==> src/common/vid_config.svh <==
`ifndef VID_CONFIG_SVH
`define VID_CONFIG_SVH

// Bus command codes
`define VID_CMD_IDLE       3'b000
`define VID_CMD_DATA       3'b001
`define VID_CMD_READ       3'b010
`define VID_CMD_DATA_LAST  3'b011
`define VID_CMD_WRITE      3'b100

// Register byte offsets
`define VID_ADDR_CTRL      32'h0000_0000
`define VID_ADDR_H1        32'h0000_0028
`define VID_ADDR_H2        32'h0000_0030
`define VID_ADDR_V1        32'h0000_0038
`define VID_ADDR_V2        32'h0000_0040
`define VID_ADDR_BASE      32'h0000_0048
`define VID_ADDR_STRIDE    32'h0000_0050

`define VID_CTRL_EN        3              // Enable bit in ctrl
`define VID_CTRL_PCNT      9:4            // Pixel divider in ctrl
`define VID_FLD_LO         12:0           // Total or sync end
`define VID_FLD_HI         25:13          // Visible or sync start

`define VID_TWIDTH         13
`define VID_PCNT_WIDTH     6
`define VID_BURST_LEN      4              // Beats per read burst
`define VID_BURST_CODE     2'b10          // Length code for four beats
`define VID_FIFO_DEPTH     8

`endif

==> src/common/vid_pkg.sv <==
`include "vid_config.svh"

package vid_pkg;

    typedef struct packed {
        logic [7:0] r;                    // Bits 23:16 of a beat
        logic [7:0] g;
        logic [7:0] b;
    } rgb_t;

    typedef struct packed {
        logic [2:0]  cmd;
        logic [31:0] addrdata;
    } host_bus_t;

    typedef struct packed {
        logic [2:0]  cmd;
        logic [1:0]  len;
        logic [31:0] addrdata;
    } mem_req_t;

    typedef struct packed {
        logic                       en;
        logic [`VID_PCNT_WIDTH-1:0] pcnt;
        logic [`VID_TWIDTH-1:0]     hend;
        logic [`VID_TWIDTH-1:0]     hsize;
        logic [`VID_TWIDTH-1:0]     hsync_start;
        logic [`VID_TWIDTH-1:0]     hsync_end;
        logic [`VID_TWIDTH-1:0]     vend;
        logic [`VID_TWIDTH-1:0]     vsize;
        logic [`VID_TWIDTH-1:0]     vsync_start;
        logic [`VID_TWIDTH-1:0]     vsync_end;
        logic [31:0]                base;
        logic [31:0]                stride;
    } vid_cfg_t;

    typedef struct packed {
        logic hsync;
        logic hblank;
        logic vsync;
        logic vblank;
    } sync_t;

    typedef struct packed {
        logic                   start;
        logic [`VID_TWIDTH-1:0] line;     // Index of the line to fetch
    } line_req_t;

    // Levels while idle or disabled
    localparam sync_t SYNC_IDLE = '{hsync: 1'b0, hblank: 1'b1, vsync: 1'b0, vblank: 1'b1};

endpackage

==> src/fetch/vid_fetch.sv <==
`timescale 1ns/1ps
`include "vid_config.svh"

module vid_fetch (
    input  logic                               clk,
    input  logic                               reset_n,
    input  vid_pkg::vid_cfg_t                  cfg,
    input  vid_pkg::line_req_t                 line_req,
    input  vid_pkg::host_bus_t                 mem_rsp,
    output vid_pkg::mem_req_t                  mem_req,
    output logic                               push,
    output vid_pkg::rgb_t                      push_data,
    input  logic [$clog2(`VID_FIFO_DEPTH):0]   level
);

    typedef enum logic [1:0] {F_IDLE, F_WAIT, F_ROOM} fetch_state_e;

    fetch_state_e           state;
    logic                   pend;         // Line request seen mid-burst
    logic [`VID_TWIDTH-1:0] pend_line;
    logic [`VID_TWIDTH-1:0] left;         // Pixels still to push for this line
    logic [`VID_TWIDTH-1:0] left_nxt;
    logic [`VID_TWIDTH-1:0] new_line;
    logic [31:0]            line_addr;
    logic [31:0]            burst_addr;   // Address of the next burst
    logic [31:0]            issue_addr;
    logic                   beat, last, keep, room, new_req;
    logic                   start_line, next_burst, issue;

    assign beat       = (state == F_WAIT) &&
                        (mem_rsp.cmd == `VID_CMD_DATA || mem_rsp.cmd == `VID_CMD_DATA_LAST);
    assign last       = (state == F_WAIT) && (mem_rsp.cmd == `VID_CMD_DATA_LAST);
    assign new_req    = line_req.start || pend;
    assign keep       = cfg.en && beat && (left != '0) && !new_req;
    assign left_nxt   = keep ? left - 1'b1 : left;
    assign room       = (level + push) <= (`VID_FIFO_DEPTH - `VID_BURST_LEN);
    assign new_line   = line_req.start ? line_req.line : pend_line;
    assign line_addr  = cfg.base + new_line * cfg.stride;
    assign start_line = cfg.en && new_req && ((state != F_WAIT) || last);
    assign next_burst = cfg.en && !new_req && (state == F_ROOM) && room;
    assign issue      = start_line || next_burst;
    assign issue_addr = start_line ? line_addr : burst_addr;

    always_ff @(posedge clk) begin
        if (issue) begin
            burst_addr <= issue_addr + (`VID_BURST_LEN * 4);
        end
        if (line_req.start) begin
            pend_line <= line_req.line;
        end
        push_data <= mem_rsp.addrdata[23:0];
    end

    always_ff @(posedge clk or negedge reset_n) begin
        if (!reset_n) begin
            state   <= F_IDLE;
            pend    <= 1'b0;
            left    <= '0;
            push    <= 1'b0;
            mem_req <= '0;
        end else begin
            push    <= keep;
            mem_req <= issue ? '{cmd: `VID_CMD_READ, len: `VID_BURST_CODE, addrdata: issue_addr}
                             : '0;
            if (!cfg.en) begin
                state <= F_IDLE;
                pend  <= 1'b0;
                left  <= '0;
            end else if (start_line) begin
                state <= F_WAIT;
                pend  <= 1'b0;
                left  <= cfg.hsize;
            end else if (next_burst) begin
                state <= F_WAIT;
            end else if (line_req.start) begin
                pend <= 1'b1;                 // Finish the old burst first
                left <= '0;
            end else begin
                left <= left_nxt;
                if (last) begin
                    state <= (left_nxt != '0) ? F_ROOM : F_IDLE;
                end
            end
        end
    end

    // Room check before each burst keeps the FIFO from overflowing
    a_no_push_full: assert property (@(posedge clk) disable iff (!reset_n)
        push |-> (level != `VID_FIFO_DEPTH));

endmodule

==> src/logic/pixel_fifo.sv <==
`timescale 1ns/1ps
`include "vid_config.svh"

module pixel_fifo (
    input  logic                             clk,
    input  logic                             reset_n,
    input  logic                             flush,
    input  logic                             push,
    input  logic                             pop,
    input  vid_pkg::rgb_t                    push_data,
    output vid_pkg::rgb_t                    pop_data,
    output logic [$clog2(`VID_FIFO_DEPTH):0] level,
    output logic                             empty
);

    import vid_pkg::*;

    localparam int AW = $clog2(`VID_FIFO_DEPTH);

    rgb_t        mem [`VID_FIFO_DEPTH];
    logic [AW:0] wr_ptr;                  // Top bit is the wrap flag
    logic [AW:0] rd_ptr;
    logic        full;
    logic        do_push;
    logic        do_pop;

    assign level    = wr_ptr - rd_ptr;
    assign empty    = (wr_ptr == rd_ptr);
    assign full     = (wr_ptr[AW] != rd_ptr[AW]) && (wr_ptr[AW-1:0] == rd_ptr[AW-1:0]);
    assign do_push  = push && !full && !flush;
    assign do_pop   = pop && !empty && !flush;
    assign pop_data = mem[rd_ptr[AW-1:0]];

    always_ff @(posedge clk) begin
        if (do_push) begin
            mem[wr_ptr[AW-1:0]] <= push_data;
        end
    end

    always_ff @(posedge clk or negedge reset_n) begin
        if (!reset_n) begin
            wr_ptr <= '0;
            rd_ptr <= '0;
        end else if (flush) begin
            wr_ptr <= '0;                     // Empty in one clock
            rd_ptr <= '0;
        end else begin
            if (do_push) begin
                wr_ptr <= wr_ptr + 1'b1;
            end
            if (do_pop) begin
                rd_ptr <= rd_ptr + 1'b1;
            end
        end
    end

    // The output stage must check empty before popping
    a_no_pop_empty: assert property (@(posedge clk) disable iff (!reset_n)
        pop |-> !empty);

endmodule

==> src/logic/pixel_out.sv <==
`timescale 1ns/1ps

module pixel_out (
    input  logic           clk,
    input  logic           reset_n,
    input  logic           pix_en,
    input  vid_pkg::sync_t sync_in,
    input  vid_pkg::rgb_t  pop_data,
    input  logic           empty,
    output logic           pop,
    output vid_pkg::sync_t sync_out,
    output vid_pkg::rgb_t  rgb,
    output logic           underrun
);

    import vid_pkg::*;

    logic active;

    assign active = !sync_in.hblank && !sync_in.vblank;
    assign pop    = pix_en && active && !empty;

    always_ff @(posedge clk or negedge reset_n) begin
        if (!reset_n) begin
            sync_out <= SYNC_IDLE;
            rgb      <= '0;
            underrun <= 1'b0;
        end else begin
            sync_out <= sync_in;              // Same delay as the pixel
            if (!active) begin
                rgb <= '0;
            end else if (pix_en) begin
                rgb <= empty ? '0 : pop_data; // Black when starved
            end
            if (pix_en && active && empty) begin
                underrun <= 1'b1;             // Sticky until reset
            end
        end
    end

endmodule

==> src/logic/vid_regs.sv <==
`timescale 1ns/1ps
`include "vid_config.svh"

module vid_regs (
    input  logic                clk,
    input  logic                reset_n,
    input  vid_pkg::host_bus_t  host,
    output vid_pkg::vid_cfg_t   cfg
);

    logic        wr_pend;                 // WRITE seen last cycle
    logic [31:0] wr_addr;                 // Offset from the WRITE cycle
    logic        wr_data;

    assign wr_data = wr_pend && (host.cmd == `VID_CMD_DATA);

    always_ff @(posedge clk) begin
        if (host.cmd == `VID_CMD_WRITE) begin
            wr_addr <= host.addrdata;
        end
    end

    always_ff @(posedge clk or negedge reset_n) begin
        if (!reset_n) begin
            wr_pend <= 1'b0;
            cfg     <= '0;
        end else begin
            wr_pend <= (host.cmd == `VID_CMD_WRITE);
            if (wr_data) begin
                if (wr_addr == `VID_ADDR_CTRL) begin
                    cfg.en   <= host.addrdata[`VID_CTRL_EN];
                    cfg.pcnt <= host.addrdata[`VID_CTRL_PCNT];
                end else if (!cfg.en) begin   // Timing and framebuffer locked while enabled
                    case (wr_addr)
                        `VID_ADDR_H1: begin
                            cfg.hend  <= host.addrdata[`VID_FLD_LO];
                            cfg.hsize <= host.addrdata[`VID_FLD_HI];
                        end
                        `VID_ADDR_H2: begin
                            cfg.hsync_end   <= host.addrdata[`VID_FLD_LO];
                            cfg.hsync_start <= host.addrdata[`VID_FLD_HI];
                        end
                        `VID_ADDR_V1: begin
                            cfg.vend  <= host.addrdata[`VID_FLD_LO];
                            cfg.vsize <= host.addrdata[`VID_FLD_HI];
                        end
                        `VID_ADDR_V2: begin
                            cfg.vsync_end   <= host.addrdata[`VID_FLD_LO];
                            cfg.vsync_start <= host.addrdata[`VID_FLD_HI];
                        end
                        `VID_ADDR_BASE: begin
                            cfg.base <= host.addrdata;
                        end
                        `VID_ADDR_STRIDE: begin
                            cfg.stride <= host.addrdata;
                        end
                        default: ;                    // Unmapped offset
                    endcase
                end
            end
        end
    end

endmodule

==> src/logic/vid_top.sv <==
`timescale 1ns/1ps
`include "vid_config.svh"

module vid_top (
    input  logic               clk,
    input  logic               reset_n,
    input  vid_pkg::host_bus_t host,
    input  vid_pkg::host_bus_t mem_rsp,
    output vid_pkg::mem_req_t  mem_req,
    output vid_pkg::sync_t     sync,
    output vid_pkg::rgb_t      rgb,
    output logic               underrun
);

    import vid_pkg::*;

    vid_cfg_t                         cfg;
    logic                             pix_en;
    sync_t                            tsync;    // Syncs before the output stage
    line_req_t                        line_req;
    logic                             flush;
    logic                             push;
    logic                             pop;
    logic                             empty;
    rgb_t                             push_data;
    rgb_t                             pop_data;
    logic [$clog2(`VID_FIFO_DEPTH):0] level;

    vid_regs u_regs (
        .clk     (clk),
        .reset_n (reset_n),
        .host    (host),
        .cfg     (cfg)
    );

    vid_timing u_timing (
        .clk      (clk),
        .reset_n  (reset_n),
        .cfg      (cfg),
        .pix_en   (pix_en),
        .sync     (tsync),
        .line_req (line_req),
        .flush    (flush)
    );

    vid_fetch u_fetch (
        .clk       (clk),
        .reset_n   (reset_n),
        .cfg       (cfg),
        .line_req  (line_req),
        .mem_rsp   (mem_rsp),
        .mem_req   (mem_req),
        .push      (push),
        .push_data (push_data),
        .level     (level)
    );

    pixel_fifo u_fifo (
        .clk       (clk),
        .reset_n   (reset_n),
        .flush     (flush),
        .push      (push),
        .pop       (pop),
        .push_data (push_data),
        .pop_data  (pop_data),
        .level     (level),
        .empty     (empty)
    );

    pixel_out u_out (
        .clk      (clk),
        .reset_n  (reset_n),
        .pix_en   (pix_en),
        .sync_in  (tsync),
        .pop_data (pop_data),
        .empty    (empty),
        .pop      (pop),
        .sync_out (sync),
        .rgb      (rgb),
        .underrun (underrun)
    );

endmodule

==> src/timing/vid_timing.sv <==
`timescale 1ns/1ps
`include "vid_config.svh"

module vid_timing (
    input  logic               clk,
    input  logic               reset_n,
    input  vid_pkg::vid_cfg_t  cfg,
    output logic               pix_en,
    output vid_pkg::sync_t     sync,
    output vid_pkg::line_req_t line_req,
    output logic               flush
);

    import vid_pkg::*;

    logic [`VID_PCNT_WIDTH-1:0] div;
    logic                       tick;     // One clock per pixel
    logic [`VID_TWIDTH-1:0]     h;
    logic [`VID_TWIDTH-1:0]     v;
    logic [`VID_TWIDTH-1:0]     h_nxt;
    logic [`VID_TWIDTH-1:0]     v_nxt;
    logic [`VID_TWIDTH-1:0]     v_line;   // Line after the current one
    logic                       h_wrap;
    logic                       next_vis;

    assign tick     = cfg.en && (div >= cfg.pcnt);
    assign h_wrap   = (h + 1'b1) >= cfg.hend;
    assign h_nxt    = h_wrap ? '0 : h + 1'b1;
    assign v_line   = ((v + 1'b1) >= cfg.vend) ? '0 : v + 1'b1;
    assign v_nxt    = h_wrap ? v_line : v;
    assign next_vis = v_line < cfg.vsize;

    always_ff @(posedge clk or negedge reset_n) begin
        if (!reset_n) begin
            div      <= '0;
            h        <= '0;
            v        <= '0;
            sync     <= SYNC_IDLE;
            pix_en   <= 1'b0;
            line_req <= '0;
            flush    <= 1'b0;
        end else begin
            pix_en   <= tick;                 // Marks the first clock of a pixel
            line_req <= '0;
            flush    <= 1'b0;
            if (!cfg.en) begin
                // Park just before blanking of the last line so line 0 is fetched first
                div  <= '0;
                h    <= cfg.hsize - 1'b1;
                v    <= cfg.vend - 1'b1;
                sync <= SYNC_IDLE;
            end else begin
                div <= tick ? '0 : div + 1'b1;
                if (tick) begin
                    h    <= h_nxt;
                    v    <= v_nxt;
                    sync <= '{hsync:  (h_nxt >= cfg.hsync_start) && (h_nxt < cfg.hsync_end),
                              hblank: h_nxt >= cfg.hsize,
                              vsync:  (v_nxt >= cfg.vsync_start) && (v_nxt < cfg.vsync_end),
                              vblank: v_nxt >= cfg.vsize};
                    if (h_nxt == cfg.hsize) begin
                        flush <= 1'b1;        // Drop leftovers of the finished line
                        if (next_vis) begin
                            line_req <= '{start: 1'b1, line: v_line};
                        end
                    end
                end
            end
        end
    end

    // Blanking covers every count past the visible width
    a_hblank_tail: assert property (@(posedge clk) disable iff (!reset_n)
        (cfg.en && (h >= cfg.hsize)) |-> (sync.hsync || sync.hblank));

endmodule
==> config.mk <==
export PLATFORM = sky130hd
export DESIGN_NAME = vid_top
export DESIGN_NICKNAME = d
export VERILOG_FILES = /design/src/common/vid_pkg.sv /design/src/fetch/vid_fetch.sv /design/src/logic/pixel_fifo.sv /design/src/logic/pixel_out.sv /design/src/logic/vid_regs.sv /design/src/logic/vid_top.sv /design/src/timing/vid_timing.sv
export VERILOG_INCLUDE_DIRS = /design/src /design/src/common
export SDC_FILE = /design/constraint.sdc
export NUM_CORES = 2
export LEC_CHECK = 0
export BUFFER_PORTS_ARGS = -buffer_cell sky130_fd_sc_hd__clkbuf_2
export CORE_UTILIZATION = 25
export CTS_CLUSTER_SIZE = 12
export DETAILED_ROUTE_END_ITERATION = 10
export HOLD_SLACK_MARGIN = 0.03
export SYNTH_ARGS = -nofsm -noshare
export SYNTH_HDL_FRONTEND = slang
export SYNTH_SLANG_ARGS = --single-unit
==> constraint.sdc <==
create_clock -name clk -period 7.6 [get_ports clk]
set_input_delay 1.14 -clock clk [delete_from_list [all_inputs] [get_ports clk]]
set_output_delay 1.14 -clock clk [all_outputs]
set_load 0.05 [all_outputs]
Yosys cells after proc, flatten, opt, wreduce, memory -nomap -nowiden:

Memory sizes are Yosys's and may differ from the RTL's.
Index checks and enable logic that the tools add are counted.

* register bits: 420
* memory bits (writable): 192
* bits of input ports: 72
* output and inout port bits: 66
* memories kept: 1

Memories
* u_fifo.mem: words 8, bits a word 24, rd ports 1, clocked after memory_dff 0, write ports 1, line pixel_fifo.sv:20 `` rgb_t mem [`VID_FIFO_DEPTH]; ``

* add/subtract/negate cells: 12
* $mul: 1
* order comparisons: 11
* equality and inequality tests: 23
* multiplexer cells: 45
* bitwise gates (word level): 2
* reductions and logical operators: 47

Operators with widths (count)
* two-way mux 13 bit: 13
* equality test 32 x 6 -> 1 bit (second input constant): 3
* equality test 32 x 7 -> 1 bit (second input constant): 3
* >= comparator 13 bit: 6
* two-way mux 24 bit: 3
* two-way mux 14 bit: 4
* less-than comparator 13 bit: 3
* subtractor 13 x 1 -> 13 bit (second input constant): 3
* two-way mux 36 bit: 1
* adder 32 bit: 1
* adder 32 x 5 -> 32 bit (second input constant): 1
* <= comparator 32 x 3 -> 1 bit (second input constant): 1
* zero test 32 bit: 1
* multiplier 13 x 32 -> 32 bit: 1
* two-way mux 32 bit: 1
* adder 13 x 1 -> 13 bit (second input constant): 2
* nonzero test 13 bit: 2
* two-way mux 4 bit: 6
* AND reduction 4 bit: 6
* logical AND 1 bit: 23
* equality test 13 bit: 1
* two-way mux 2 bit: 6
* two-way mux 6 bit: 2
* two-way mux 1 bit: 9
* 24 further kinds: 39

Depth between registers and ports, before layout:

* depth after elaboration: 14
* gate-level depth with buffers: 29
* gate-level depth less buffers: 25

Modules after synthesis:

From an unflattened synthesis, not the netlist that was laid out.

* cell total of the unflattened synthesis: 3515
* area, all modules: 39351.5 um2

Modules (own cells, without submodules)
* vid_fetch: times used 1, cells each 1754, area each 16092.9 um2, seq. area each 2952.8 um2
* pixel_fifo: times used 1, cells each 397, area each 7861.3 um2, seq. area each 5965.7 um2
* vid_regs: times used 1, cells each 430, area each 7694.9 um2, seq. area each 5365.1 um2
* vid_timing: times used 1, cells each 819, area each 6341.1 um2, seq. area each 1303.8 um2
* pixel_out: times used 1, cells each 115, area each 1361.3 um2, seq. area each 728.2 um2

Worst setup path after synthesis:

No wires, ideal clock.

* path kind: register -> register
* from: register u_timing.line_req[13] (netlist name)
* to: register u_fetch.burst_addr[25] (data pin)
* setup time: 262 ps
* arrival time: 7231 ps
* required time: 7338 ps
* path slack: 107 ps
* cell stages (with the launch flop): 28
* buffers on the path: 4
* clock period less this slack: 7493 ps
* cell sequence: dfrtp_1 -> buf_2 -> buf_2 -> mux2_2 -> clkbuf_1 -> and2_1 -> fa_1 -> inv_1 -> fa_1 -> inv_1 -> fa_1 -> fa_1 -> fa_1 -> inv_1 -> fa_1 -> inv_1 -> ha_1 -> buf_6 -> a21oi_2 -> o21ai_1 -> nor4_2 -> o2bb2ai_2 -> o31ai_4 -> nand3_2 -> or3_4 -> or3b_4 -> nor3_2 -> xor2_1

* longest elaborated chain between the ends: 5

Ends and longest elaborated chain
* two-way mux 13 bit or logical OR 1 bit (tied branches)
* multiplier 13 x 32 -> 32 bit or logical AND 1 bit (tied branches): line vid_fetch.sv:38, vid_fetch.sv:39
* adder 32 bit or logical AND 1 bit (tied branches): line vid_fetch.sv:38, vid_fetch.sv:39
* two-way mux 32 bit *: line vid_fetch.sv:42 `assign issue_addr = start_line ? line_addr : burst_addr;`
* adder 32 x 5 -> 32 bit *: line vid_fetch.sv:46 `` burst_addr <= issue_addr + (`VID_BURST_LEN * 4); ``
* end signal, assigned: line vid_fetch.sv:46
* end, declared: line vid_fetch.sv:25 `logic [31:0] burst_addr;`

Every way passes the cells marked *; elsewhere a longest branch is shown, timed or not.
A chain may end at the register's enable or synchronous reset.

Worst setup path in the final report:

* from: register u_timing.line_req[13] (netlist name)
* to: register u_fetch.burst_addr[31] (data pin)

* longest elaborated chain between the ends: 5

Ends and longest elaborated chain (line)
* two-way mux 13 bit or logical OR 1 bit (tied branches)
* multiplier 13 x 32 -> 32 bit or logical AND 1 bit (tied branches): vid_fetch.sv:38, vid_fetch.sv:39
* adder 32 bit or logical AND 1 bit (tied branches): vid_fetch.sv:38, vid_fetch.sv:39
* two-way mux 32 bit *: vid_fetch.sv:42
* adder 32 x 5 -> 32 bit *: vid_fetch.sv:46

Marks and branches as above.

==> metrics.txt <==
placed instance area=42400 µm²; synthesized area per cell=11.2 µm²; total routed wirelength=102 mm; Synth Warn #=0; Critical Path Source Type=flop; Yosys top cell area share=0.201; TritonCTS clock tree=yes; vias in the first global route=26600; global-route met3 utilization=0.0230; port bufs=126; synthesized cell area=38600 µm²; final hold slack=397 ps; design area=45000 µm²; starting density of the core=0.253; Final setup viols=0; Min-Delay Path Class=reg2reg; die area=156000 µm²; post-synthesis async set-or-reset flop share=0.518; status=finished, final reports clean; CP max stage cell=fa_1; number of synthesized flops with an enable pin=256; Longest Clk Path Bufs=3; post-synth cell types=99; Syn-to-layout area delta=16.5%; Leakage=19.9 nW; drt initial violations=1772; fraction of layout cells with a size suffix above 1=0.186; CTS root buf=clkbuf_16; min Tclk post-route=7340 ps; met1 usage in global routing=0.177; Chip Width=395 µm; Slew headroom=0.205; Clock Skew=37.6 ps; pwr dens=175 nW/µm²; critical path capture point type=flop; Pwr Total=7.87 mW; ANT nets after route=0; H-Tree Level Count=3; Die Ht=395 µm; DRT Pass-1 Iters=5; Fin Setup TNS=0 ps; vias=26000; ranking of synthesized cells by area=dfrtp_1, edfxtp_1, fa_1; Top FF cell, synth=dfrtp_1; average wire per standard cell=17.8 µm; post-synthesis register bit count=608; critical-path maximum fanout=9; Post-synth top cells=inv_1, nand2_1, dfrtp_1; CP Data Arrival Time=7740 ps; maximum vdd drop=221 µV; most used routing layer=met2; drt via density=4.54; drt drc=0; first-pass GRT wire length=159 mm; gp weighted congestion=0.859; # IOs=138; CP peak stage delay=610 ps; number of hold buffers added after cts=0; critical path class=reg2reg; Num Clock Sinks=608; initial antenna violation count=16; f_max=0.136 GHz; area leader, netlist=dfrtp_1; Tcrit/Tclk final=0.966; GRT overflow=0; Maximum Capacitance Violations=0; Max Slew Vio Count=0; total track usage=0.131; critical path data required time=8000 ps; Worst Max-Slew Pin Slew=1190 ps; total CTS buffers=67; row cnt=143; post-synthesis sequential area ratio=0.422; nets@finish=4204; most common cell in the netlist=inv_1; largest net degree at the start of global routing=159; Clk pin slew, worst setup/hold paths=60 ps; placeable core region=153000 µm²; Mapped Cells=3452; GR met2 Demand/Resource=0.214; clock latency on the worst-skew pair=660 ps; endpoints failing hold=0; hpwl dp=72.5 mm
[registers in the layout (all words and copies together), names as in the netlist, 14 cells and up]
register and count:
u_timing.line_req 14, u_fetch.mem_req 33, u_fetch.burst_addr 32, u_out.rgb 24
u_regs.cfg 175, u_fifo.mem 192, u_regs.wr_addr 32, u_fetch.push_data 24
[cells in the final DEF, fill, tap and decap left out, types with 39 or more instances in the layout]
cell         n
fa_1       285
nor2_1     152
nand2_1    385
a21o_1      43
dfrtp_1    307
edfxtp_1   256
buf_4      141
o21ai_0     81
mux2_2     175
a21oi_1     91
nand3_1     51
and2_1     162
inv_1      468
ha_1       188
xor2_1      39
mux4_2      48
clkbuf_16   68
clkbuf_2   125
xnor2_1     81
[layout make-up]
cell class | instances | area (µm²)
diodes | 3 | 7.51
flip-flops and latches | 608 | 16300
multi-input cells | 2229 | 20300
inverters | 471 | 1770
repair buffers | 276 | 1850
fillers | 15600 | 108000
clock buffers | 97 | 1840
clock inverters | 26 | 394
well taps | 2030 | 2540
[worst paths after layout]
kind / start / cells after the start / to / slack (ps)
worst max-delay path: u_timing.line_req[13] / 28 / u_fetch.burst_addr[31] / 260
min in group asynchronous: reset_n / 1 / u_fetch.mem_req[25] / 480
worst max register to register: u_timing.line_req[13] / 28 / u_fetch.burst_addr[31] / 260
worst min register to register: u_timing.sync[1] / 0 / u_out.sync_out[1] / 400
max in group asynchronous: reset_n / 2 / u_fifo.rd_ptr[0] / 5440
worst min-delay path: u_timing.sync[1] / 0 / u_out.sync_out[1] / 400
[critical path, delay by kind of cell, from the launching register on]
kind,cells,cell delay (ps)
AND/OR/NAND/NOR,3,850
AO/OA/AOI/OAI,4,590
multiplexers,2,540
adder cells (fa/ha/maj),7,3400
flip-flops,1,420
buffers and inverters,10,980
XOR/XNOR,2,340
[per-stage QoR]
| step | setup WS (ps) | instances | util |
|---|---|---|---|
| 6_report | 256 | 5740 | 0.295 |
| 5_1_grt | -37.2 | 5737 | 0.295 |
| 4_1_cts | 24.7 | 5723 | 0.292 |
| 3_5_place_dp | -17.9 | 5600 | 0.278 |
| 3_3_place_gp | -14.8 | 5600 | 0.278 |
| 2_1_floorplan | 107 | 3454 | - |
[layer usage]
| metal | vias up | wire length (µm) |
|---|---|---|
| li1 | 12000 | - |
| met1 | 13300 | 45100 |
| met2 | 670 | 48600 |
| met3 | 122 | 6270 |
| met4 | 14 | 2330 |
| met5 | - | 91 |
[logic make-up (layout without fill, tap and decap cells)]
| group | Yosys count | after routing | share of synthesized area |
|---|---|---|---|
| flops | 608 | 608 | 0.422 |
| simple gates | 965 | 965 | 0.121 |
| mux | 268 | 270 | 0.0909 |
| compound gates | 391 | 391 | 0.0663 |
| xor+xnor | 121 | 121 | 0.0274 |
| other cells | 1 | 6 | 0.0000971 |
| fa+ha+maj | 479 | 479 | 0.211 |
| buf+inv | 619 | 870 | 0.0614 |
[power by group]
part           total, mW  internal (mW)  switching, mW  leakage (nW)
clock network       3.34           1.89           1.44          1.07
logic              0.790          0.246          0.544          11.9
registers           3.75           3.63          0.118          6.92
[timing repair]
item,4_1_cts,5_1_grt
setup buffers,0,12
setup endpoints to repair,4,13
gates resized for setup,3,62
endpoints found under the hold margin,0,0
pin swaps,0,24
cloned,0,2
(Power assumes the default switching activity.)
